$ cat src/capture_pkg.sv
/* data format of the capture stream: word layout, frame markers and routing selects
   frames are padded to ALIGN_WORDS, which must stay a power of two */
`default_nettype none

package capture_pkg;

  ////////////////////////////////////////////////////////////
  // word geometry
  ////////////////////////////////////////////////////////////

  // one output word, two routed halves
  localparam int WORD_W = 64;
  localparam int HALF_W = 32;

  // single I or Q sample, a half holds {I, Q}
  localparam int IQ_W = 16;

  ////////////////////////////////////////////////////////////
  // frame marking
  ////////////////////////////////////////////////////////////

  // ascii FRST in the low half of the header
  localparam logic [HALF_W-1:0] MARK_FIRST = 32'h4652_5354;
  // ascii LAST in the low half of the trailer
  localparam logic [HALF_W-1:0] MARK_LAST = 32'h4c41_5354;

  // header + data + padding + trailer is a multiple of this
  localparam int ALIGN_WORDS = 64;

  // content of one half word, 2-bit field of the control word
  typedef enum logic [1:0] {
    ROUTE_ADC_IQ     = 2'b00,
    ROUTE_DAC_IQ     = 2'b01,
    ROUTE_SAMPLE_CNT = 2'b10,
    ROUTE_CYCLE_CNT  = 2'b11
  } route_sel_e;

endpackage

`default_nettype wire

$ cat src/ctrl_pkg.sv
/* capture control: source select, sequencer states, source latencies and control word
   field positions; latencies are in clk_245_76MHz cycles */
`default_nettype none

package ctrl_pkg;

  // control word width
  localparam int CTRL_W = 32;

  // waveform only when both source bits are set
  typedef enum logic {
    SRC_CHIRP = 1'b0,
    SRC_WFRM  = 1'b1
  } source_e;

  typedef enum logic [2:0] {
    IDLE,
    LEAD_IN,
    ARMED,
    CAPTURE,
    PAD,
    TRAIL
  } seq_state_e;

  ////////////////////////////////////////////////////////////
  // source latency
  ////////////////////////////////////////////////////////////

  localparam int LAT_W = 5;
  // chirp dds, start and end
  localparam logic [LAT_W-1:0] CHIRP_DELAY = 5'd4;
  // stored waveform, start
  localparam logic [LAT_W-1:0] WFRM_DELAY = 5'd19;
  // stored waveform, end
  localparam logic [LAT_W-1:0] WFRM_DELAY_END = 5'd2;

  // control word fields, 2 bits each
  localparam int ROUTE_L_LSB = 0;
  localparam int ROUTE_U_LSB = 4;
  localparam int SOURCE_LSB = 8;

endpackage

`default_nettype wire

$ cat src/capture_if.sv
/* internal links of the capture core, no clock inside
   stream_word_if has no ready, the sink must absorb every valid word */
`timescale 1ns/1ps
`default_nettype none

// framing control from the sequencer to the router
interface capture_ctrl_if;
  logic capture_en;
  logic frame_first;
  logic frame_last;
  logic pad;
  // router side, high in the cycle a word is requested
  logic word_written;

  modport seq (
    output capture_en,
    output frame_first,
    output frame_last,
    output pad,
    input  word_written
  );

  modport rtr (
    input  capture_en,
    input  frame_first,
    input  frame_last,
    input  pad,
    output word_written
  );
endinterface


`default_nettype wire

$ cat src/capture_sequencer.sv
/* frames one capture per chirp_init_i; adc_enable_i must go high after chirp_init_i
   padding only advances on sample_valid_i, so the sample clock must keep running */
`timescale 1ns/1ps
`default_nettype none

module capture_sequencer (
  input  logic                        clk_245_76MHz,
  input  logic                        cpu_reset,
  input  logic                        chirp_init_i,
  input  logic                        chirp_enable_i,
  input  logic                        adc_enable_i,
  input  logic                        sample_valid_i,
  input  logic [ctrl_pkg::CTRL_W-1:0] control_word_i,
  capture_ctrl_if.seq                 ctrl
);
  import ctrl_pkg::*;
  import capture_pkg::*;

  localparam int CNT_W = $clog2(ALIGN_WORDS);

  logic             adc_en_r;
  source_e          source_q;
  logic [LAT_W-1:0] lat_cnt_q;
  seq_state_e       state_q;
  seq_state_e       state_d;
  logic             stop_q;
  logic [CNT_W-1:0] word_cnt_q;
  logic             en_fall;
  logic             lat_zero;
  logic             pad_done;
  logic             pad_last;

  ////////////////////////////////////////////////////////////
  // enable and source
  ////////////////////////////////////////////////////////////

  always_ff @(posedge clk_245_76MHz) begin
    if (cpu_reset) begin
      adc_en_r <= 1'b0;
      source_q <= SRC_CHIRP;
    end else begin
      adc_en_r <= adc_enable_i;
      // source only changes while the chirp is off
      if (!chirp_enable_i) begin
        source_q <= (&control_word_i[SOURCE_LSB +: 2]) ? SRC_WFRM : SRC_CHIRP;
      end
    end
  end

  // registered enable drops at this edge
  assign en_fall  = (state_q == CAPTURE) && !stop_q && adc_en_r && !adc_enable_i;
  assign lat_zero = (lat_cnt_q == '0);

  ////////////////////////////////////////////////////////////
  // lead-in / lead-out latency
  ////////////////////////////////////////////////////////////

  always_ff @(posedge clk_245_76MHz) begin
    if (cpu_reset) begin
      lat_cnt_q <= '0;
    end else if ((state_q == IDLE) && chirp_init_i) begin
      lat_cnt_q <= (source_q == SRC_WFRM) ? WFRM_DELAY : CHIRP_DELAY;
    end else if (en_fall) begin
      // samples still in flight from the source
      lat_cnt_q <= (source_q == SRC_WFRM) ? WFRM_DELAY_END : CHIRP_DELAY;
    end else if (!lat_zero) begin
      lat_cnt_q <= lat_cnt_q - 1'b1;
    end
  end

  // words of the current frame, modulo ALIGN_WORDS
  always_ff @(posedge clk_245_76MHz) begin
    if (cpu_reset) begin
      word_cnt_q <= '0;
    end else if (ctrl.word_written) begin
      // header is word one
      word_cnt_q <= ctrl.frame_first ? CNT_W'(1) : word_cnt_q + 1'b1;
    end
  end

  // trailer fits once the count is one short of alignment
  assign pad_done = (word_cnt_q == CNT_W'(ALIGN_WORDS - 1));
  assign pad_last = (word_cnt_q == CNT_W'(ALIGN_WORDS - 2)) && sample_valid_i;

  ////////////////////////////////////////////////////////////
  // frame FSM
  ////////////////////////////////////////////////////////////

  always_ff @(posedge clk_245_76MHz) begin
    if (cpu_reset) begin
      state_q <= IDLE;
      stop_q  <= 1'b0;
    end else begin
      state_q <= state_d;
      if (en_fall) begin
        stop_q <= 1'b1;
      end else if (state_q != CAPTURE) begin
        stop_q <= 1'b0;
      end
    end
  end

  always_comb begin
    state_d = state_q;
    unique case (state_q)
      IDLE: begin
        if (chirp_init_i) begin
          state_d = LEAD_IN;
        end
      end
      LEAD_IN: begin
        if (lat_zero) begin
          state_d = ARMED;
        end
      end
      // header goes out as soon as enable is seen
      ARMED: begin
        if (adc_en_r) begin
          state_d = CAPTURE;
        end
      end
      CAPTURE: begin
        if (stop_q && lat_zero) begin
          state_d = PAD;
        end
      end
      PAD: begin
        if (pad_done || pad_last) begin
          state_d = TRAIL;
        end
      end
      TRAIL: state_d = IDLE;
      default: state_d = IDLE;
    endcase
  end

  // requests to the router
  assign ctrl.frame_first = (state_q == ARMED) && adc_en_r;
  assign ctrl.capture_en  = (state_q == CAPTURE) || ((state_q == PAD) && !pad_done);
  assign ctrl.pad         = (state_q == PAD);
  assign ctrl.frame_last  = (state_q == TRAIL);

endmodule

`default_nettype wire

$ cat src/flat_wrapper.sv
// flat-port wrapper written by rule: the top's interface ports become plain ports
module capture_sequencer_flat import ctrl_pkg::*; import capture_pkg::*;
  (clk_245_76MHz, cpu_reset, chirp_init_i, chirp_enable_i, adc_enable_i, sample_valid_i, control_word_i, ctrl_capture_en, ctrl_frame_first, ctrl_frame_last, ctrl_pad, ctrl_word_written);
  capture_ctrl_if ctrl_i ();
  input  logic clk_245_76MHz;
  input  logic cpu_reset;
  input  logic chirp_init_i;
  input  logic chirp_enable_i;
  input  logic adc_enable_i;
  input  logic sample_valid_i;
  input  logic [ctrl_pkg::CTRL_W-1:0] control_word_i;
  output wire logic [$bits(ctrl_i.capture_en)-1:0] ctrl_capture_en;
  output wire logic [$bits(ctrl_i.frame_first)-1:0] ctrl_frame_first;
  output wire logic [$bits(ctrl_i.frame_last)-1:0] ctrl_frame_last;
  output wire logic [$bits(ctrl_i.pad)-1:0] ctrl_pad;
  input wire logic [$bits(ctrl_i.word_written)-1:0] ctrl_word_written;
  assign ctrl_capture_en = ctrl_i.capture_en;
  assign ctrl_frame_first = ctrl_i.frame_first;
  assign ctrl_frame_last = ctrl_i.frame_last;
  assign ctrl_pad = ctrl_i.pad;
  assign ctrl_i.word_written = ctrl_word_written;
  capture_sequencer u_core (.clk_245_76MHz(clk_245_76MHz), .cpu_reset(cpu_reset), .chirp_init_i(chirp_init_i), .chirp_enable_i(chirp_enable_i), .adc_enable_i(adc_enable_i), .sample_valid_i(sample_valid_i), .control_word_i(control_word_i), .ctrl(ctrl_i));
endmodule
$ cat config.mk
export PLATFORM = sky130hd
export DESIGN_NAME = capture_sequencer_flat
export DESIGN_NICKNAME = d
export VERILOG_FILES = /design/src/capture_pkg.sv /design/src/ctrl_pkg.sv /design/src/capture_if.sv /design/src/capture_sequencer.sv /design/src/flat_wrapper.sv
export SDC_FILE = /design/constraint.sdc
export NUM_CORES = 1
export LEC_CHECK = 0
export BUFFER_PORTS_ARGS = -buffer_cell sky130_fd_sc_hd__buf_2
export CAP_MARGIN = 0
export CORE_ASPECT_RATIO = 1.2
export CORE_MARGIN = 2
export CORE_UTILIZATION = 45
export CTS_CLUSTER_DIAMETER = 120
export DETAILED_ROUTE_END_ITERATION = 8
export PLACE_DENSITY = 0.77
export SKIP_LAST_GASP = 1
export SYNTH_ARGS = -nofsm -noshare
export SYNTH_HDL_FRONTEND = slang
export SYNTH_SLANG_ARGS = --single-unit
$ cat constraint.sdc
create_clock -name clk_245_76MHz -period 2 [get_ports clk_245_76MHz]
set_clock_uncertainty 0.15 [all_clocks]
set_input_delay 0.1 -clock clk_245_76MHz [delete_from_list [all_inputs] [get_ports clk_245_76MHz]]
set_output_delay 0.1 -clock clk_245_76MHz [all_outputs]
set_load 0.1 [all_outputs]
# --- Word-level counts from Yosys, hierarchy flattened ---
# Cells that the tools add are included.
word_totals:
  in_bits: 39
  register_bits: 17
  out_inout_bits: 4
op_classes:
  mux: 15
  n_eq_ne: 14
  n_reduce_logical: 18
  addsub: 2
ops:
  columns: ["operator", "n"]
  rows:
  - ["5-bit 2-to-1 mux", 4]
  - ["3-bit 2-to-1 mux", 6]
  - ["3-bit one-hot mux with 5 select lines", 1]
  - ["6-bit equality test, second input constant", 2]
  - ["1-bit logical AND", 8]
  - ["2-bit by 1-bit inequality test with 1-bit output, second input constant", 4]
  - ["6-bit by 1-bit adder with 6-bit output, second input constant", 1]
  - ["3-bit by 2-bit equality test with 1-bit output, second input constant", 2]
  - ["3-bit equality test, second input constant", 2]
  - ["6-bit 2-to-1 mux", 1]
  - ["3-bit by 2-bit inequality test with 1-bit output, second input constant", 2]
  - ["5-bit logical NOT", 1]
  - ["5-bit AND reduction", 1]
  - ["5-bit by 1-bit subtractor with 5-bit output, second input constant", 1]
  - ["3-bit by 1-bit equality test with 1-bit output, second input constant", 1]
  - ["1-bit logical NOT", 3]
  - ["3-bit logical NOT", 1]
  - ["1-bit 2-to-1 mux", 3]
  - ["1-bit logical OR", 2]
  - ["2-bit inequality test, second input constant", 1]
  - ["2-bit AND reduction", 1]
  - ["2-bit nonzero test", 1]

# --- Depth between registers and ports, before layout ---
depth:
  ltp_word: 6
  mapped_depth: 5

# --- Worst setup path after synthesis ---
# No wires, ideal clock.
synth_path:
  kind: "flip-flop to output port"
  from: "register u_core.state_q[0]"
  to: "output port ctrl_capture_en"
  slack_ns: -0.988
  arrival_time_ns: 2.738
  path_stages_with_launch: 5
  t_required_ns: 1.750
  cell_sequence: "dfxtp_1 buf_2 nor3b_2 o21ai_0 nand2_1"
synth_between:
  elab_chain_len: 3
  word_cells_on_any_way: 4
  cone_classes: "2 x eq/ne; 2 x reduce/logical"
synth_rtl:
  columns: ["item", "line", "source"]
  rows:
  - ["start: declaration", "capture_sequencer.sv:24", "seq_state_e state_q;"]
  - ["start signal: assignment", "capture_sequencer.sv:94", "state_q <= state_d;"]
  - ["3-bit equality test", null, null]
  - ["named net ctrl_pad", "flat_wrapper.sv:15", "output wire logic [$bits(ctrl_i.pad)-1:0] ctrl_pad;"]
  - ["1-bit logical AND", "capture_sequencer.sv:139", "assign ctrl.capture_en = (state_q == CAPTURE) || ((state_q == PAD) && !pad_done);"]
  - ["1-bit logical OR", "capture_sequencer.sv:139", null]
  - ["end: declaration", "flat_wrapper.sv:12", "output wire logic [$bits(ctrl_i.capture_en)-1:0] ctrl_capture_en;"]
# The timed path passes the listed nets, and every way through them passes these cells.

# --- Final worst setup path ---
layout_path:
  from: "register u_core.state_q[2]"
  to: "output port ctrl_pad"
layout_between:
  elab_chain_len: 1
layout_rtl:
  columns: ["item", "line", "source"]
  rows:
  - ["3-bit equality test", "capture_sequencer.sv:140", "assign ctrl.pad = (state_q == PAD);"]
  - ["end: declaration", "flat_wrapper.sv:15", null]
# Every way passes these cells.

==> qor.csv <==
metric;value;unit
drt wl/cell;13.4;um
CP delay by family, top;flip-flops;
initial antenna violation count;0;
Post-synth top flop;dfxtp_1;
grt ovf;0;
postcts setup bufs;0;
Highest Clock Rate;532;MHz
clk slew on worst S/H paths;110;ps
ys async rst share;0;%
WP data required;1750;ps
worst setup path end;ctrl_pad;
CTS Root Cell;clkbuf_4;
largest net degree at the start of global routing;14;
Hold Fails Final Rpt;0;
FF-to-FF Start;u_core.state_q[0];
total CTS buffers;3;
number of H-tree levels;1;
Initial Utilization;48.6;%
CTS resizes;0;
top post-synthesis cells by count;17 x dfxtp_1, 11 x nor2_1, 6 x a21oi_1, 6 x inv_1;
drt first pass iters;4;
layout cells sized above 1;24.6;%
Post-Layout Cell Count;137;
Avg Inst Size Synth;9.21;um^2
critical path startpoint;u_core.state_q[2];
Yosys warning count;0;
Top Ports;43;
die extent in y;53.6;um
Crit path buffers/inverters;1;
cell area after synthesis;921;um^2
DRC;0;
Clock Tree Buf Depth;2;
Area after DPL;1020;um^2
most common cell in the netlist;dfxtp_1;
GRT Overall Usage;18.4;%
Post-DRT Antenna Nets;0;
die area;2430;um^2
worst slack, placed;417;ps
cells after synthesis;100;
pwr dens;1030;nW/um^2
CP Launch Type;register;
vias per cell;5.70;
vias;781;
crit path DAT;1630;ps
Setup violations, final;0;
CP max FO;10;
DP HPWL;1.30;mm
worst skew pair latency;300;ps
Period minus WS final;1880;ps
Layout Nets;161;
Final Cycle Share;94.0;%
slowest stage delay, CP;550;ps
kind of critical path;register to primary output;
CTS tree;done;
final wirelength;1.83;mm
Worst Setup End Kind;primary output;
core area;1890;um^2
syn_nets;142;
reg2reg setup slack;390;ps
final worst slack;120;ps
hold slack final;125;ps
ANT cells;0;
max-cap viol count;0;
FP Rows;17;
Layout area overhead;19.8;%
outcome;completed;
leading area contributor after synthesis;dfxtp_1;
reg2reg end;u_core.lat_cnt_q[0];
Hold Path Origin;chirp_init_i;
global-route wire length before repair;3.22;mm
# placed instances;127;
area share of the largest cell type after synthesis;37.0;%
vias in the first global route;775;
clock sink count;17;
Port Buffers;12;
Worst-Margin Slew;484;ps
top cells by area, synth;dfxtp_1 37%, nor2_1 4.5%, ha_1 4.1%;
setup TNS;0;ps
worst-path cell chain;nor3b_4, buf_2;
Final Slew Violations;0;
Power Total;1.14;mW
Post-synth EDFFs;0;
worst rel slew slack;67.9;%
Seq cells post-synth;17;
Initial DRC Count;9;
RePlAce Congestion;0.840;
worst min path class;primary input to register;
Leak Pwr;0.446;nW
utilization after layout;58.3;%
FF-to-FF path depth;3;
critical path depth;2;
Layout fillers;173;
chip width;45.3;um
VDD IR max;0.000634;V
RSZ-0062 raised after global routing;no;
Netlist cell types;41;
register area share after synthesis;37.0;%
Finished Cell Area;1100;um^2
crit path max-delay cell type;dfxtp_1;
-- how the worst min path moves through the flow --
stage                          end  depth (start not counted)
2_1_floorplan      u_core.adc_en_r                          2
3_3_place_gp       u_core.source_q                          3
6_report         u_core.state_q[0]                          4
5_1_grt          u_core.state_q[0]                          4
3_5_place_dp       u_core.source_q                          3
4_1_cts        u_core.lat_cnt_q[0]                          4
-- routing by layer --
metal	GRT usage, %	share of wire (%)
met1	20.9	46
met2	32.9	51
met3	3.02	2.0
met4	8.82	0.55
met5	0	0
-- power by group --
part	total (mW)	switching [mW]	internal [mW]
clock network	0.194	0.120	0.0745
logic	0.463	0.217	0.246
registers	0.483	0.0876	0.396
-- worst reg2reg max path: stages (launching register included) --
cell and delay, ps:
dfxtp_1 610, nand3b_1 320, o211ai_2 320, o21ai_1 100
-- cell families (layout without fill, tap and decap cells) --
| group | count (synthesis) | count (layout) | synth area share [%] |
|---|---|---|---|
| AND/OR/NAND/NOR | 41 | 41 | 30.8 |
| XOR/XNOR | 5 | 5 | 4.76 |
| buffers and inverters | 11 | 29 | 5.71 |
| flip-flops | 17 | 17 | 37.0 |
| adder cells (fa/ha/maj) | 3 | 3 | 4.08 |
| multiplexers | 1 | 1 | 1.22 |
| AO/OA/AOI/OAI | 22 | 22 | 16.4 |
-- flip-flops by register name, summed over array words and instances (netlist names) --
name and cells:
u_core.source_q 1, u_core.word_cnt_q 6, u_core.stop_q 1, u_core.adc_en_r 1, u_core.lat_cnt_q 5, u_core.state_q 3
-- cell usage in the layout, fill, tap and decap left out, types with 2 or more instances in the layout --
cell and instances:
a21oi_1 6, and4_1 2, buf_2 11, clkbuf_4 3, dfxtp_1 16, dlygate4sd3_1 6, ha_1 3, inv_1 6
nand2_1 3, nand2b_1 2, nand3_1 2, nand3b_1 2, nand4_1 3, nor2_1 11, nor2b_1 2, nor3_1 3
o21ai_0 3, o21ai_1 2, o21ai_2 2, xnor2_1 2, xor2_1 3
-- what timing repair did --
item | in CTS | in global routing
hold endpoints to repair | 8 | 0
endpoints found under the setup margin | 0 | 0
hold buffers | 6 | 0
-- cell type report --
type	count	area (um^2)	area share [%]
Clock inverter	1	5.00	0.454
Inverter	6	22.5	2.04
Tap cell	19	23.8	2.15
Sequential cell	17	342	31.0
Timing Repair Buffer	19	143	12.9
Multi-Input combinational cell	72	546	49.4
Clock buffer	3	22.5	2.04
Power figures use the tool's default switching activity.
