`config.mk`:
```
export PLATFORM = sky130hd
export DESIGN_NAME = word_router_flat
export DESIGN_NICKNAME = d
export VERILOG_FILES = /design/src/capture_pkg.sv /design/src/ctrl_pkg.sv /design/src/capture_if.sv /design/src/word_router.sv /design/src/flat_wrapper.sv
export SDC_FILE = /design/constraint.sdc
export NUM_CORES = 1
export LEC_CHECK = 0
export ABC_AREA = 0
export BUFFER_PORTS_ARGS = -buffer_cell sky130_fd_sc_hd__buf_4
export CAP_MARGIN = 25
export CORE_MARGIN = 3
export CORE_UTILIZATION = 25
export CTS_CLUSTER_DIAMETER = 100
export CTS_CLUSTER_SIZE = 28
export DETAILED_ROUTE_END_ITERATION = 8
export GPL_ROUTABILITY_DRIVEN = 0
export PLACE_DENSITY_LB_ADDON = 0.3
export REMOVE_ABC_BUFFERS = 1
export SETUP_SLACK_MARGIN = 0.3
export SYNTH_ARGS = -nofsm -noshare
export SYNTH_HDL_FRONTEND = slang
export SYNTH_SLANG_ARGS = --single-unit
```
`constraint.sdc`:
```
create_clock -name clk_245_76MHz -period 1.93 [get_ports clk_245_76MHz]
set_input_delay 0.386 -clock clk_245_76MHz [delete_from_list [all_inputs] [get_ports clk_245_76MHz]]
set_output_delay 0.386 -clock clk_245_76MHz [all_outputs]
set_load 0.01 [all_outputs]
```
`src/capture_pkg.sv`:
```
/* data format of the capture stream: word layout, frame markers and routing selects
   frames are padded to ALIGN_WORDS, which must stay a power of two */
`default_nettype none

package capture_pkg;

  ////////////////////////////////////////////////////////////
  // word geometry
  ////////////////////////////////////////////////////////////

  // one output word, two routed halves
  localparam int WORD_W = 64;
  localparam int HALF_W = 32;

  // single I or Q sample, a half holds {I, Q}
  localparam int IQ_W = 16;

  ////////////////////////////////////////////////////////////
  // frame marking
  ////////////////////////////////////////////////////////////

  // ascii FRST in the low half of the header
  localparam logic [HALF_W-1:0] MARK_FIRST = 32'h4652_5354;
  // ascii LAST in the low half of the trailer
  localparam logic [HALF_W-1:0] MARK_LAST = 32'h4c41_5354;

  // header + data + padding + trailer is a multiple of this
  localparam int ALIGN_WORDS = 64;

  // content of one half word, 2-bit field of the control word
  typedef enum logic [1:0] {
    ROUTE_ADC_IQ     = 2'b00,
    ROUTE_DAC_IQ     = 2'b01,
    ROUTE_SAMPLE_CNT = 2'b10,
    ROUTE_CYCLE_CNT  = 2'b11
  } route_sel_e;

endpackage

`default_nettype wire

```
`src/ctrl_pkg.sv`:
```
/* capture control: source select, sequencer states, source latencies and control word
   field positions; latencies are in clk_245_76MHz cycles */
`default_nettype none

package ctrl_pkg;

  // control word width
  localparam int CTRL_W = 32;

  // waveform only when both source bits are set
  typedef enum logic {
    SRC_CHIRP = 1'b0,
    SRC_WFRM  = 1'b1
  } source_e;

  typedef enum logic [2:0] {
    IDLE,
    LEAD_IN,
    ARMED,
    CAPTURE,
    PAD,
    TRAIL
  } seq_state_e;

  ////////////////////////////////////////////////////////////
  // source latency
  ////////////////////////////////////////////////////////////

  localparam int LAT_W = 5;
  // chirp dds, start and end
  localparam logic [LAT_W-1:0] CHIRP_DELAY = 5'd4;
  // stored waveform, start
  localparam logic [LAT_W-1:0] WFRM_DELAY = 5'd19;
  // stored waveform, end
  localparam logic [LAT_W-1:0] WFRM_DELAY_END = 5'd2;

  // control word fields, 2 bits each
  localparam int ROUTE_L_LSB = 0;
  localparam int ROUTE_U_LSB = 4;
  localparam int SOURCE_LSB = 8;

endpackage

`default_nettype wire

```
`src/capture_if.sv`:
```
/* internal links of the capture core, no clock inside
   stream_word_if has no ready, the sink must absorb every valid word */
`timescale 1ns/1ps
`default_nettype none

// framing control from the sequencer to the router
interface capture_ctrl_if;
  logic capture_en;
  logic frame_first;
  logic frame_last;
  logic pad;
  // router side, high in the cycle a word is requested
  logic word_written;

  modport seq (
    output capture_en,
    output frame_first,
    output frame_last,
    output pad,
    input  word_written
  );

  modport rtr (
    input  capture_en,
    input  frame_first,
    input  frame_last,
    input  pad,
    output word_written
  );
endinterface

// routed words towards the output buffer
interface stream_word_if;
  import capture_pkg::*;

  logic [WORD_W-1:0] data;
  logic              valid;
  // trailer word
  logic              last;

  modport src (output data, output valid, output last);
  modport snk (input data, input valid, input last);
endinterface

`default_nettype wire

```
`src/word_router.sv`:
```
/* route selects follow the control word one cycle late, change them between frames
   sample counter holds real samples only, padding words do not advance it */
`timescale 1ns/1ps
`default_nettype none

module word_router (
  input  logic                          clk_245_76MHz,
  input  logic                          cpu_reset,
  input  logic [capture_pkg::IQ_W-1:0]  adc_i_i,
  input  logic [capture_pkg::IQ_W-1:0]  adc_q_i,
  input  logic [capture_pkg::IQ_W-1:0]  dac_i_i,
  input  logic [capture_pkg::IQ_W-1:0]  dac_q_i,
  input  logic                          sample_valid_i,
  input  logic [ctrl_pkg::CTRL_W-1:0]   control_word_i,
  capture_ctrl_if.rtr                   ctrl,
  stream_word_if.src                    wr
);
  import capture_pkg::*;
  import ctrl_pkg::*;

  route_sel_e        route_u_q;
  route_sel_e        route_l_q;
  logic [HALF_W-1:0] sample_cnt_q;
  logic [HALF_W-1:0] cycle_cnt_q;
  logic [HALF_W-1:0] upper_half;
  logic [HALF_W-1:0] lower_half;
  logic              sample_take;

  // one routed half
  function automatic logic [HALF_W-1:0] pick_half(input route_sel_e sel,
                                                  input logic [HALF_W-1:0] adc_iq,
                                                  input logic [HALF_W-1:0] dac_iq,
                                                  input logic [HALF_W-1:0] smp_cnt,
                                                  input logic [HALF_W-1:0] cyc_cnt);
    logic [HALF_W-1:0] half;
    unique case (sel)
      ROUTE_ADC_IQ:     half = adc_iq;
      ROUTE_DAC_IQ:     half = dac_iq;
      ROUTE_SAMPLE_CNT: half = smp_cnt;
      default:          half = cyc_cnt;
    endcase
    return half;
  endfunction

  assign upper_half = pick_half(route_u_q, {adc_i_i, adc_q_i}, {dac_i_i, dac_q_i},
                                sample_cnt_q, cycle_cnt_q);
  assign lower_half = pick_half(route_l_q, {adc_i_i, adc_q_i}, {dac_i_i, dac_q_i},
                                sample_cnt_q, cycle_cnt_q);

  // header, trailer or one word per valid sample
  assign ctrl.word_written = ctrl.frame_first || ctrl.frame_last
                             || (ctrl.capture_en && sample_valid_i);
  assign sample_take = ctrl.capture_en && sample_valid_i && !ctrl.pad;

  always_ff @(posedge clk_245_76MHz) begin
    if (cpu_reset) begin
      route_u_q    <= ROUTE_ADC_IQ;
      route_l_q    <= ROUTE_ADC_IQ;
      sample_cnt_q <= '0;
      cycle_cnt_q  <= '0;
      wr.valid     <= 1'b0;
      wr.last      <= 1'b0;
    end else begin
      route_u_q   <= route_sel_e'(control_word_i[ROUTE_U_LSB +: 2]);
      route_l_q   <= route_sel_e'(control_word_i[ROUTE_L_LSB +: 2]);
      cycle_cnt_q <= cycle_cnt_q + 1'b1;
      if (sample_take) begin
        sample_cnt_q <= sample_cnt_q + 1'b1;
      end
      wr.valid <= ctrl.word_written;
      wr.last  <= ctrl.frame_last;
    end
  end

  // markers sit in the low half, cycle count above
  always_ff @(posedge clk_245_76MHz) begin
    if (ctrl.frame_first) begin
      wr.data <= {cycle_cnt_q, MARK_FIRST};
    end else if (ctrl.frame_last) begin
      wr.data <= {cycle_cnt_q, MARK_LAST};
    end else begin
      wr.data <= {upper_half, lower_half};
    end
  end

endmodule

`default_nettype wire

```
`src/flat_wrapper.sv`:
```
// flat-port wrapper written by rule: the top's interface ports become plain ports
module word_router_flat import capture_pkg::*; import ctrl_pkg::*;
  (clk_245_76MHz, cpu_reset, adc_i_i, adc_q_i, dac_i_i, dac_q_i, sample_valid_i, control_word_i, ctrl_capture_en, ctrl_frame_first, ctrl_frame_last, ctrl_pad, ctrl_word_written, wr_data, wr_valid, wr_last);
  capture_ctrl_if ctrl_i ();
  stream_word_if wr_i ();
  input  logic clk_245_76MHz;
  input  logic cpu_reset;
  input  logic [capture_pkg::IQ_W-1:0] adc_i_i;
  input  logic [capture_pkg::IQ_W-1:0] adc_q_i;
  input  logic [capture_pkg::IQ_W-1:0] dac_i_i;
  input  logic [capture_pkg::IQ_W-1:0] dac_q_i;
  input  logic sample_valid_i;
  input  logic [ctrl_pkg::CTRL_W-1:0] control_word_i;
  input wire logic [$bits(ctrl_i.capture_en)-1:0] ctrl_capture_en;
  input wire logic [$bits(ctrl_i.frame_first)-1:0] ctrl_frame_first;
  input wire logic [$bits(ctrl_i.frame_last)-1:0] ctrl_frame_last;
  input wire logic [$bits(ctrl_i.pad)-1:0] ctrl_pad;
  output wire logic [$bits(ctrl_i.word_written)-1:0] ctrl_word_written;
  output wire logic [$bits(wr_i.data)-1:0] wr_data;
  output wire logic [$bits(wr_i.valid)-1:0] wr_valid;
  output wire logic [$bits(wr_i.last)-1:0] wr_last;
  assign ctrl_i.capture_en = ctrl_capture_en;
  assign ctrl_i.frame_first = ctrl_frame_first;
  assign ctrl_i.frame_last = ctrl_frame_last;
  assign ctrl_i.pad = ctrl_pad;
  assign ctrl_word_written = ctrl_i.word_written;
  assign wr_data = wr_i.data;
  assign wr_valid = wr_i.valid;
  assign wr_last = wr_i.last;
  word_router u_core (.clk_245_76MHz(clk_245_76MHz), .cpu_reset(cpu_reset), .adc_i_i(adc_i_i), .adc_q_i(adc_q_i), .dac_i_i(dac_i_i), .dac_q_i(dac_q_i), .sample_valid_i(sample_valid_i), .control_word_i(control_word_i), .ctrl(ctrl_i), .wr(wr_i));
endmodule
```
# Word level (Yosys, flattened, before mapping)
# Index checks and enable logic that the tools add are counted.
# op_classes
add_sub_neg	2
eq_ne	4
n_mux	4
n_reduce_logical	8
# op_table
operator	n
$pmux 32 s3	2
$mux 64	2
$add 32x1->32 const B	2
$eq 2x1->1 const B	2
$eq 2x2->1 const B	2
$logic_not 2->1	2
$logic_and 1x1->1	2
$logic_or 1x1->1	2
$reduce_or 2->1	1
$logic_not 1->1	1
# word_totals
register_bits	134
inputBits	103
out_inout_bits	67
wordCells	27

# Longest topological paths before layout
# Gate-level depths: netlist of run 1.
# logic_depth
depth_word	4
mapped_depth	7
mapped_depth_nobuf	5

# Worst setup path before layout of run 1
# OpenSTA, ideal clock, no wires.
# synth_timing
path_type	register to register
startpoint	register u_core.cycle_cnt_q[0]
endpoint	register u_core.cycle_cnt_q[20]
setup_time_ns	0.070
arrival_time_ns	1.690
required_ns	1.860
path_slack_ns	0.170
stages_incl_launch_ff	7
path_buffers	1
period_less_slack_ns	1.760
path_cell_list	dfxtp_1 > ha_1 > nand2_1 > or3_4 > buf_6 > or4_1 > a21oi_1
# synth_between
elab_chain_len	1
# synth_rtl
item	line_no	text
start: declaration	word_router.sv:24	logic [HALF_W-1:0] cycle_cnt_q;
start signal: assignment	word_router.sv:66	cycle_cnt_q <= cycle_cnt_q + 1'b1;
$add 32x1->32	word_router.sv:66	
# Every way passes these cells.
# A chain may end at the register's enable or synchronous reset.

# Final worst setup path of run 1
# layout_timing
startpoint	register u_core.sample_cnt_q[1]
endpoint	register u_core.sample_cnt_q[26]
# layout_between
elab_chain_len	1
# layout_rtl
item	line_no	text
start: declaration	word_router.sv:23	logic [HALF_W-1:0] sample_cnt_q;
start signal: assignment	word_router.sv:68	sample_cnt_q <= sample_cnt_q + 1'b1;
$add 32x1->32	word_router.sv:68	
# Every way passes these cells.

==> results of run 1 <==
-- power groups by stage --
stage          Sequential [W]  Combinational, W  Clock (W)
2_1_floorplan         0.00303          0.000295          0
3_3_place_gp          0.00296          0.000814          0
3_5_place_dp          0.00296          0.000823          0
4_1_cts               0.00290          0.000830    0.00356
5_1_grt               0.00290          0.000900    0.00368
6_report              0.00289          0.000824    0.00346
-- Yosys cell counts, drive strengths merged --
| cell type | n | area (um2) |
|---|---|---|
| dfxtp | 134 | 2680 |
| a21oi | 77 | 385 |
| nor2 | 56 | 210 |
| clkbuf | 38 | 188 |
| mux2 | 33 | 372 |
| mux4 | 32 | 724 |
| o22ai | 32 | 200 |
| o31ai | 27 | 203 |
| or4 | 27 | 203 |
| nand2 | 23 | 88.8 |
| nand3 | 20 | 105 |
| and2 | 19 | 119 |
| o21ai | 17 | 85.1 |
| or3 | 17 | 113 |
| buf | 16 | 87.6 |
| nand4 | 15 | 121 |
| nand2b | 11 | 68.8 |
| and4 | 10 | 95.1 |
| xnor2 | 9 | 78.8 |
| xor2 | 8 | 70.1 |
| inv | 7 | 26.3 |
| nor2b | 7 | 43.8 |
| and3 | 6 | 37.5 |
| a21o | 3 | 22.5 |
| ha | 2 | 25.0 |
| nor3 | 2 | 10.0 |
| nor4 | 2 | 12.5 |
| a211oi | 1 | 7.51 |
| and3b | 1 | 8.76 |
| nand4b | 1 | 23.8 |
| nand4bb | 1 | 11.3 |
| nor3b | 1 | 7.51 |
| or2 | 1 | 6.26 |
-- timing repair --
item,CTS,global route
pin swaps,17,24
resized for setup,51,59
cloned,4,4
setup endpoints to repair,37,35
buffers inserted,12,18
-- worst max-delay path, delay by kind of cell, from the launching register on --
family,cells,cell delay (ns)
buffers and inverters,1,0.17
adder cells (fa/ha/maj),1,0.17
AND/OR/NAND/NOR,3,0.79
AO/OA/AOI/OAI,1,0.14
flip-flops,1,0.36
-- how the worst min path moves through the flow --
stage / from / to / slack (ns) / depth (start not counted)
2_1_floorplan: u_core.cycle_cnt_q[0] / u_core.cycle_cnt_q[0] / 0.44 / 1
3_3_place_gp: u_core.sample_cnt_q[30] / u_core.sample_cnt_q[30] / 0.50 / 2
3_5_place_dp: u_core.sample_cnt_q[31] / u_core.sample_cnt_q[31] / 0.51 / 2
4_1_cts: control_word_i[0] / u_core.route_l_q[0] / 0.16 / 2
5_1_grt: control_word_i[0] / u_core.route_l_q[0] / 0.19 / 2
6_report: control_word_i[0] / u_core.route_l_q[0] / 0.18 / 2
-- routing by layer --
metal  GRT usage, %  up-vias  routed length [um]
met4           4.38        0                 263
met5              0        -                   0
met1           19.5     2923               10300
met2           25.4      152               10600
met3           3.11       24                 887
li1               -     2877                   -
-- state kept, by name, indices dropped and copies added (netlist names) --
name / count
u_core.wr.data: 64
u_core.sample_cnt_q: 32
u_core.route_l_q: 2
u_core.cycle_cnt_q: 32
u_core.route_u_q: 2
u_core.wr.valid: 1
u_core.wr.last: 1
-- through the flow --
step	setup TNS (ns)	hold slack [ns]	instance area (um2)	setup WS (ns)	std cells
floorplan	-47.05	0.442	6170	-0.977	602
global placement	0	0.499	8280	0.0743	1140
detailed placement	0	0.511	8280	0.0814	1140
CTS	0	0.163	9260	0.229	1188
global route	0	0.188	9680	0.151	1210
finish	0	0.183	9680	0.234	1210
-- cell type report --
| cell class | instances | area (um2) |
|---|---|---|
| clock buffer | 23 | 468 |
| clock inverter | 9 | 149 |
| fill | 2548 | 15600 |
| inverter | 7 | 26.3 |
| multi-input combinational | 461 | 3710 |
| sequential | 134 | 2750 |
| tap | 330 | 413 |
| timing repair buffer | 246 | 2170 |
-- logic make-up (layout without fill, tap and decap cells) --
kind of cell | count (synthesis) | count (layout) | synth area share [%]
AOI/OAI and AO/OA | 157 | 157 | 14.0
xor gates and xnor gates | 17 | 17 | 2.31
adders and majority gates | 2 | 2 | 0.388
buffers and inverters | 61 | 285 | 4.68
DFF | 134 | 134 | 41.6
muxes | 65 | 65 | 17.0
and+or+nand+nor | 220 | 220 | 19.9
==> flow_metrics.py, run 1 <==
metrics = {
    "outcome": {
        "status": "finished, final reports clean",
    },
    "clock_network": {
        "cts.sinks": 134,
        "cts_tree": "built",
        "insertion_delay_ns": 0.42,
        "htree_levels": 4,
        "cts_hold_buf": 0,
        "clk_pin_slew_ns": 0.06,
        "clockRootBuffer": "clkbuf_16",
        "cts_buffers": 17,
        "clockBufferDepth": 2,
    },
    "timing": {
        "grt_setup_unrepaired": "true",
        "relSlewSlack_pct": 72.7,
        "hold_viol_final": 0,
        "slew_violations": 0,
        "finalCritPeriodShare_pct": 87.9,
        "skew_ns": 0.00723,
        "worst_pin_slew_ns": 0.409,
        "setup_viol": 0,
        "max_freq_mhz": 590,
        "period_minus_slack_ns": 1.70,
    },
    "pwr": {
        "p_int_w": 0.00553,
        "p_leak_nw": 3.83,
        "p_comb_share_pct": 11.5,
        "p_per_area_nw_per_um2": 741,
        "ir_worst_vdd_uv": 494,
        "p_seq_share_pct": 40.3,
        "swShare_pct": 22.9,
        "pwr-share-clk_pct": 48.2,
        "power_w": 0.00718,
        "p_sw_w": 0.00164,
    },
    "setup_path": {
        "reg2reg_from": "u_core.sample_cnt_q[1]",
        "cp.arrival_ns": 2.05,
        "setup.worst_path.end": "u_core.sample_cnt_q[26]",
        "slowest_stage": "or4_1",
        "setup.worst_path.start": "u_core.sample_cnt_q[1]",
        "path_class": "register to register",
        "path_max_fanout": 9,
        "critPathLaunchType": "register",
        "crit_chain": "ha_2, nand2_1, nand4bb_4, buf_12, or4_1, a21oi_1",
        "critPathCaptureType": "register",
        "r2r_end": "u_core.sample_cnt_q[26]",
        "r2r_slack_ns": 0.23,
        "cpPeakStageDelay_ns": 0.50,
        "cp.required_ns": 2.28,
        "r2r_cells": 6,
    },
    "global_routing": {
        "grt_usage_pct": 15.0,
        "antenna_found_initial": 0,
        "grt_pass1_vias": 6063,
        "grt_overflow_total": 0,
        "grt_max_degree": 34,
        "grt_pass1_wl_um": 33000,
    },
    "floorplan": {
        "io_pins": 170,
        "start_util_pct": 25.5,
        "core-area_um2": 25300,
        "fp.dieW_um": 167,
        "rows": 58,
        "die_y_um": 167,
        "die-area_um2": 27700,
    },
    "route": {
        "wl_um": 22000,
        "viasPerCell": 4.94,
        "ant_nets": 0,
        "first_iter_violations": 436,
        "drc": 0,
        "first_pass_iters": 4,
        "vias": 5976,
        "wl_per_cell_um": 18.2,
    },
    "synthesis": {
        "syn_inst": 656,
        "synth-seq-cells": 134,
        "yosys_warnings": 0,
        "ys_types": 47,
        "netlist_area_um2": 6440,
        "syn_area_per_cell_um2": 9.82,
        "yosysSeqAreaShare_pct": 41.6,
    },
    "hold_path": {
        "hold_class": "input pin to register",
    },
    "place": {
        "place_hpwl_um": 14500,
        "port_buffers": 141,
    },
    "cells_and_area": {
        "drive_above_1_share_pct": 47.3,
        "area_growth_pct": 50.3,
        "n_antenna_cell": 0,
        "layout_commonest_cell": "buf_4",
        "final_core_util_pct": 38.3,
        "layout_common_cells": "buf_4 (215), dfxtp_1 (102), a21oi_1 (74)",
        "fin_nets": 972,
    },
    "job": {
        "drv.max_cap_violation_count": 0,
    },
}
No activity file was read; power rests on OpenSTA's default activity.
==> inputs of run 2 (changes only) <==
--- a/config.mk
+++ b/config.mk
@@ -14,7 +14,8 @@
 export CTS_CLUSTER_SIZE = 28
 export DETAILED_ROUTE_END_ITERATION = 8
 export GPL_ROUTABILITY_DRIVEN = 0
-export PLACE_DENSITY_LB_ADDON = 0.3
+export PLACE_DENSITY_LB_ADDON = 0.25
+export RECOVER_POWER = 100
 export REMOVE_ABC_BUFFERS = 1
 export SETUP_SLACK_MARGIN = 0.3
 export SYNTH_ARGS = -nofsm -noshare
==> run 2 against run 1 <==
- maximum frequency is 4.5% lower
- clock power down 1%
- clock-buffer cell count decreased by 5
- clock skew about the same
- critical endpoint unchanged
- flip-flop and latch count stayed put
- critical path depth increased by 1
==> flow_metrics.py, run 2 (synthesis results as in run 1) <==
metrics = {
    "clock_network": {
        "insertion_delay_ns": 0.42,
        "htree_levels": 4,
        "clockRootBuffer": "clkbuf_16",
        "cts_tree": "built",
        "cts_hold_buf": 0,
        "clk_pin_slew_ns": 0.06,
        "clockBufferDepth": 2,
        "cts.sinks": 134,
        "cts_buffers": 17,
    },
    "route": {
        "viasPerCell": 4.90,
        "wl_um": 21500,
        "wl_per_cell_um": 17.9,
        "ant_nets": 0,
        "first_pass_iters": 4,
        "drc": 0,
        "vias": 5911,
        "first_iter_violations": 287,
    },
    "hold_path": {
        "hold_class": "input pin to register",
    },
    "global_routing": {
        "grt_max_degree": 37,
        "grt_overflow_total": 0,
        "grt_pass1_wl_um": 33300,
        "grt_pass1_vias": 5947,
        "grt_usage_pct": 15.1,
        "antenna_found_initial": 0,
    },
    "cells_and_area": {
        "final_core_util_pct": 36.2,
        "seqCellArea_um2": 2740,
        "final-instance-count-excl-fill": 1206,
        "drive_above_1_share_pct": 38.7,
        "n_antenna_cell": 0,
        "multiInputGateArea_um2": 3640,
        "top_regs": "u_core.wr.data (64), u_core.cycle_cnt_q (32), u_core.sample_cnt_q (32)",
        "fillerInstances": 2609,
        "largest_reg_flops": 64,
        "layout_common_cells": "buf_4 (147), dfxtp_1 (106), clkbuf_1 (72)",
        "largest_register": "u_core.wr.data",
        "area_growth_pct": 41.9,
        "fin_nets": 968,
        "layout_commonest_cell": "buf_4",
    },
    "floorplan": {
        "io_pins": 170,
        "die_y_um": 167,
        "start_util_pct": 25.5,
        "core-area_um2": 25300,
        "rows": 58,
        "die-area_um2": 27700,
        "fp.dieW_um": 167,
    },
    "outcome": {
        "status": "finished, final reports clean",
    },
    "setup_path": {
        "path_max_fanout": 10,
        "r2r_slack_ns": 0.15,
        "critPathLaunchType": "register",
        "critPathCaptureType": "register",
        "cp.arrival_ns": 2.03,
        "path_class": "register to register",
        "cp.required_ns": 2.18,
    },
    "place": {
        "place_hpwl_um": 14200,
        "port_buffers": 141,
        "placedCellCount": 1141,
    },
    "timing": {
        "max_freq_mhz": 563,
        "grt_setup_unrepaired": "true",
        "finalCritPeriodShare_pct": 92.0,
        "skew_ns": 0.00737,
        "slew_violations": 0,
        "hold_viol_final": 0,
        "period_minus_slack_ns": 1.78,
        "setup_viol": 0,
        "relSlewSlack_pct": 12.0,
        "worst_pin_slew_ns": 1.32,
    },
    "pwr": {
        "ir_worst_vdd_uv": 382,
        "p_leak_nw": 3.40,
        "power_w": 0.00705,
        "p_per_area_nw_per_um2": 771,
    },
    "job": {
        "drv.max_cap_violation_count": 0,
    },
}
[run 2: changes by cell type in the layout (fill, tap and decap cells not counted), sizes merged]
cell,before,now
clkinv,5,4
inv,7,9
clkbuf,26,97
buf,241,162
clkinvlp,0,5
bufinv,4,3
bufbuf,2,1
[run 2: cell type report]
type                    count  area share, %
multi-input cells         461           39.9
clock buffers              18           4.80
flip-flops and latches    134           30.0
inverters                   7          0.287
well taps                 330           4.52
clock inverters            14           1.93
repair buffers            242           18.6
[run 2: final timing paths]
path	start	end	cells past startpoint
max	u_core.sample_cnt_q[1]	u_core.sample_cnt_q[26]	7
min	control_word_i[0]	u_core.route_l_q[0]	2
max reg2reg	u_core.sample_cnt_q[1]	u_core.sample_cnt_q[26]	7
min reg2reg	u_core.sample_cnt_q[18]	u_core.sample_cnt_q[18]	2
[run 2: per-stage QoR]
step           hold slack, ns  instance area [um2]  TNS (ns)  setup WS [ns]
2_1_floorplan           0.442                 6170    -47.05         -0.977
3_3_place_gp            0.491                 8230         0         0.0961
3_5_place_dp            0.499                 8230         0         0.0965
4_1_cts                 0.157                 9160         0          0.222
5_1_grt                 0.165                 9140         0         0.0581
6_report                0.172                 9140         0          0.154
[run 2: where the power goes]
| part | leakage, nW | total [W] | internal, W | switching, W |
|---|---|---|---|---|
| logic | 2.01 | 0.000737 | 0.000379 | 0.000359 |
| clock network | 0.285 | 0.00342 | 0.00208 | 0.00134 |
| registers | 1.11 | 0.00289 | 0.00285 | 0.0000417 |
| total | 3.40 | 0.00705 | 0.00531 | 0.00174 |
[run 2: per-layer routing]
layer,global-route usage (%),wire length [um],up-vias
li1,-,-,2877
met1,20.0,10000,2880
met2,24.9,10300,134
met3,3.61,897,20
met4,3.87,282,0
met5,0,0,-
[run 2: repair_timing]
action	in CTS	in global routing
setup endpoints to repair	32	52
gates resized for setup	44	58
cloned	3	3
pin swaps	17	29
setup buffers	15	12
[run 2: critical path, stage by stage (launching register included)]
cell       delay (ns)
dfxtp_4          0.37
ha_4             0.13
nand2_1          0.07
nand4bb_4        0.30
clkbuf_2         0.20
clkbuf_16        0.18
o31ai_2          0.27
a21oi_2          0.08
==> inputs of run 3 (changes only) <==
--- a/config.mk
+++ b/config.mk
@@ -6,11 +6,10 @@
 export NUM_CORES = 1
 export LEC_CHECK = 0
 export ABC_AREA = 0
-export BUFFER_PORTS_ARGS = -buffer_cell sky130_fd_sc_hd__buf_4
+export BUFFER_PORTS_ARGS = -buffer_cell sky130_fd_sc_hd__buf_2
 export CAP_MARGIN = 25
 export CORE_MARGIN = 3
 export CORE_UTILIZATION = 25
-export CTS_CLUSTER_DIAMETER = 100
 export CTS_CLUSTER_SIZE = 28
 export DETAILED_ROUTE_END_ITERATION = 8
 export GPL_ROUTABILITY_DRIVEN = 0
==> run 3 against run 2 <==
- final cell count about the same
- sequential share of layout area increased by 0.37 points
- critical endpoint is now u_core.cycle_cnt_q[20]
- largest power group unchanged
- sequential power about the same
- highest routed layer unchanged
==> flow_metrics.py, run 3 (synthesis results as in run 1) <==
metrics = {
    "setup_path": {
        "r2r_cells": 5,
        "crit_buf_inv": 0,
        "cpPeakStageDelay_ns": 0.42,
        "cp.arrival_ns": 2.11,
        "critPathLaunchType": "register",
        "critPathCaptureType": "register",
        "crit_chain": "ha_1, nand2_4, or3_4, or4_1, a21oi_1",
        "critical-path-top-delay-family": "simple AND/OR/NAND/NOR gates",
        "cp.depth": 5,
        "cp.required_ns": 2.27,
        "path_max_fanout": 5,
        "path_class": "register to register",
        "slowest_stage": "or3_4",
    },
    "cells_and_area": {
        "drive_above_1_share_pct": 40.1,
        "layout_common_cells": "dfxtp_1 (105), buf_2 (74), buf_4 (72)",
        "top_regs": "u_core.wr.data (64), u_core.cycle_cnt_q (32), u_core.sample_cnt_q (32)",
        "fin_nets": 969,
        "largest_reg_flops": 64,
        "area_growth_pct": 40.0,
        "n_antenna_cell": 0,
        "largest_register": "u_core.wr.data",
        "layout_commonest_cell": "dfxtp_1",
    },
    "timing": {
        "relSlewSlack_pct": 36.7,
        "slew_violations": 0,
        "skew_ns": 0.00883,
        "finalCritPeriodShare_pct": 91.8,
        "period_minus_slack_ns": 1.77,
        "setup_viol": 0,
        "hold_viol_final": 0,
        "worst_pin_slew_ns": 0.949,
        "finalSetupTns_ns": 0,
        "max_freq_mhz": 565,
        "grt_setup_unrepaired": "true",
    },
    "floorplan": {
        "io_pins": 170,
        "die_y_um": 167,
        "start_util_pct": 25.5,
        "rows": 58,
        "fp.dieW_um": 167,
        "core-area_um2": 25300,
        "die-area_um2": 27700,
    },
    "route": {
        "dr_wl_met3_um": 899,
        "ant_nets": 0,
        "routed.top_layer": "met4",
        "first_pass_iters": 5,
        "vias": 5980,
        "viasPerCell": 4.95,
        "met1_length_um": 10200,
        "wl_um": 21700,
        "drc": 0,
        "wl_per_cell_um": 18.0,
        "wl_met2_um": 10300,
        "first_iter_violations": 345,
    },
    "global_routing": {
        "grt_max_degree": 33,
        "grt_pass1_wl_um": 33400,
        "grt_overflow_total": 0,
        "grt_pass1_vias": 5894,
        "grt_usage_pct": 15.2,
        "antenna_found_initial": 0,
    },
    "clock_network": {
        "cts_buffers": 17,
        "cts_tree": "built",
        "clockRootBuffer": "clkbuf_16",
        "cts_hold_buf": 0,
        "insertion_delay_ns": 0.42,
        "clockBufferDepth": 2,
        "htree_levels": 4,
        "cts.sinks": 134,
        "clk_pin_slew_ns": 0.07,
    },
    "pwr": {
        "p_per_area_nw_per_um2": 748,
        "p_leak_nw": 3.40,
        "swShare_pct": 25.9,
        "power_w": 0.00675,
        "p_seq_share_pct": 42.9,
        "pwr-share-clk_pct": 46.9,
        "ir_worst_vdd_uv": 353,
        "p_int_w": 0.00500,
        "p_sw_w": 0.00175,
        "p_comb_share_pct": 10.2,
    },
    "job": {
        "drv.max_cap_violation_count": 0,
    },
    "hold_path": {
        "hold_class": "input pin to register",
        "min_delay_path_depth": 2,
    },
    "outcome": {
        "status": "finished, final reports clean",
    },
    "place": {
        "port_buffers": 141,
        "place_hpwl_um": 14000,
    },
}
run 3: changes by cell type in the layout (fill, tap and decap cells not counted), moves of 4 or more:
cell,change
buf_2,+73
buf_6,-5
buf_4,-75
o31ai_1,-4
run 3: path summary, 6_finish.rpt:
path                                                end  slack (ns)                     from
worst min register to register  u_core.sample_cnt_q[18]        0.51  u_core.sample_cnt_q[18]
worst max register to register   u_core.cycle_cnt_q[20]        0.16    u_core.cycle_cnt_q[0]
worst min-delay path                u_core.route_l_q[0]        0.17        control_word_i[0]
worst max-delay path             u_core.cycle_cnt_q[20]        0.16    u_core.cycle_cnt_q[0]
run 3: power groups by stage:
| stage | registers (W) | logic (W) | clock network (W) |
|---|---|---|---|
| floorplan | 0.00303 | 0.000295 | 0 |
| global placement | 0.00296 | 0.000714 | 0 |
| detailed placement | 0.00296 | 0.000718 | 0 |
| CTS | 0.00289 | 0.000728 | 0.00325 |
| global route | 0.00290 | 0.000756 | 0.00339 |
| finish | 0.00289 | 0.000689 | 0.00317 |
run 3: stage by stage:
| step | setup slack, ns | hold slack [ns] | instances | utilization, % | instance area [um2] |
|---|---|---|---|---|---|
| global route | 0.0501 | 0.163 | 1207 | 35.7 | 9020 |
| CTS | 0.218 | 0.147 | 1192 | 35.1 | 8870 |
| floorplan | -0.977 | 0.442 | 602 | - | 6170 |
| finish | 0.159 | 0.170 | 1207 | 35.7 | 9020 |
| detailed placement | 0.0904 | 0.507 | 1139 | 31.2 | 7880 |
| global placement | 0.0989 | 0.495 | 1139 | 31.2 | 7880 |
run 3: what timing repair did:
item                       4_1_cts  5_1_grt
gates resized for setup         56       63
setup buffers                   14       13
setup endpoints to repair       38       38
gates cloned                     7        2
pin swaps                       17       28
run 3: layout make-up:
class                   instances  area [um2]
clock buffers                  18         439
clock inverters                14         129
inverters                       7        26.3
flip-flops and latches        134        2740
repair buffers                240        1520
well taps                     330         413
multi-input cells             464        3760
fillers                      2603       16200
run 3: per-layer routing:
metal | vias up | GRT usage [%]
li1 | 2881 | -
met1 | 2913 | 20.6
met2 | 166 | 24.4
met3 | 20 | 2.92
met4 | 0 | 5.16
met5 | - | 0
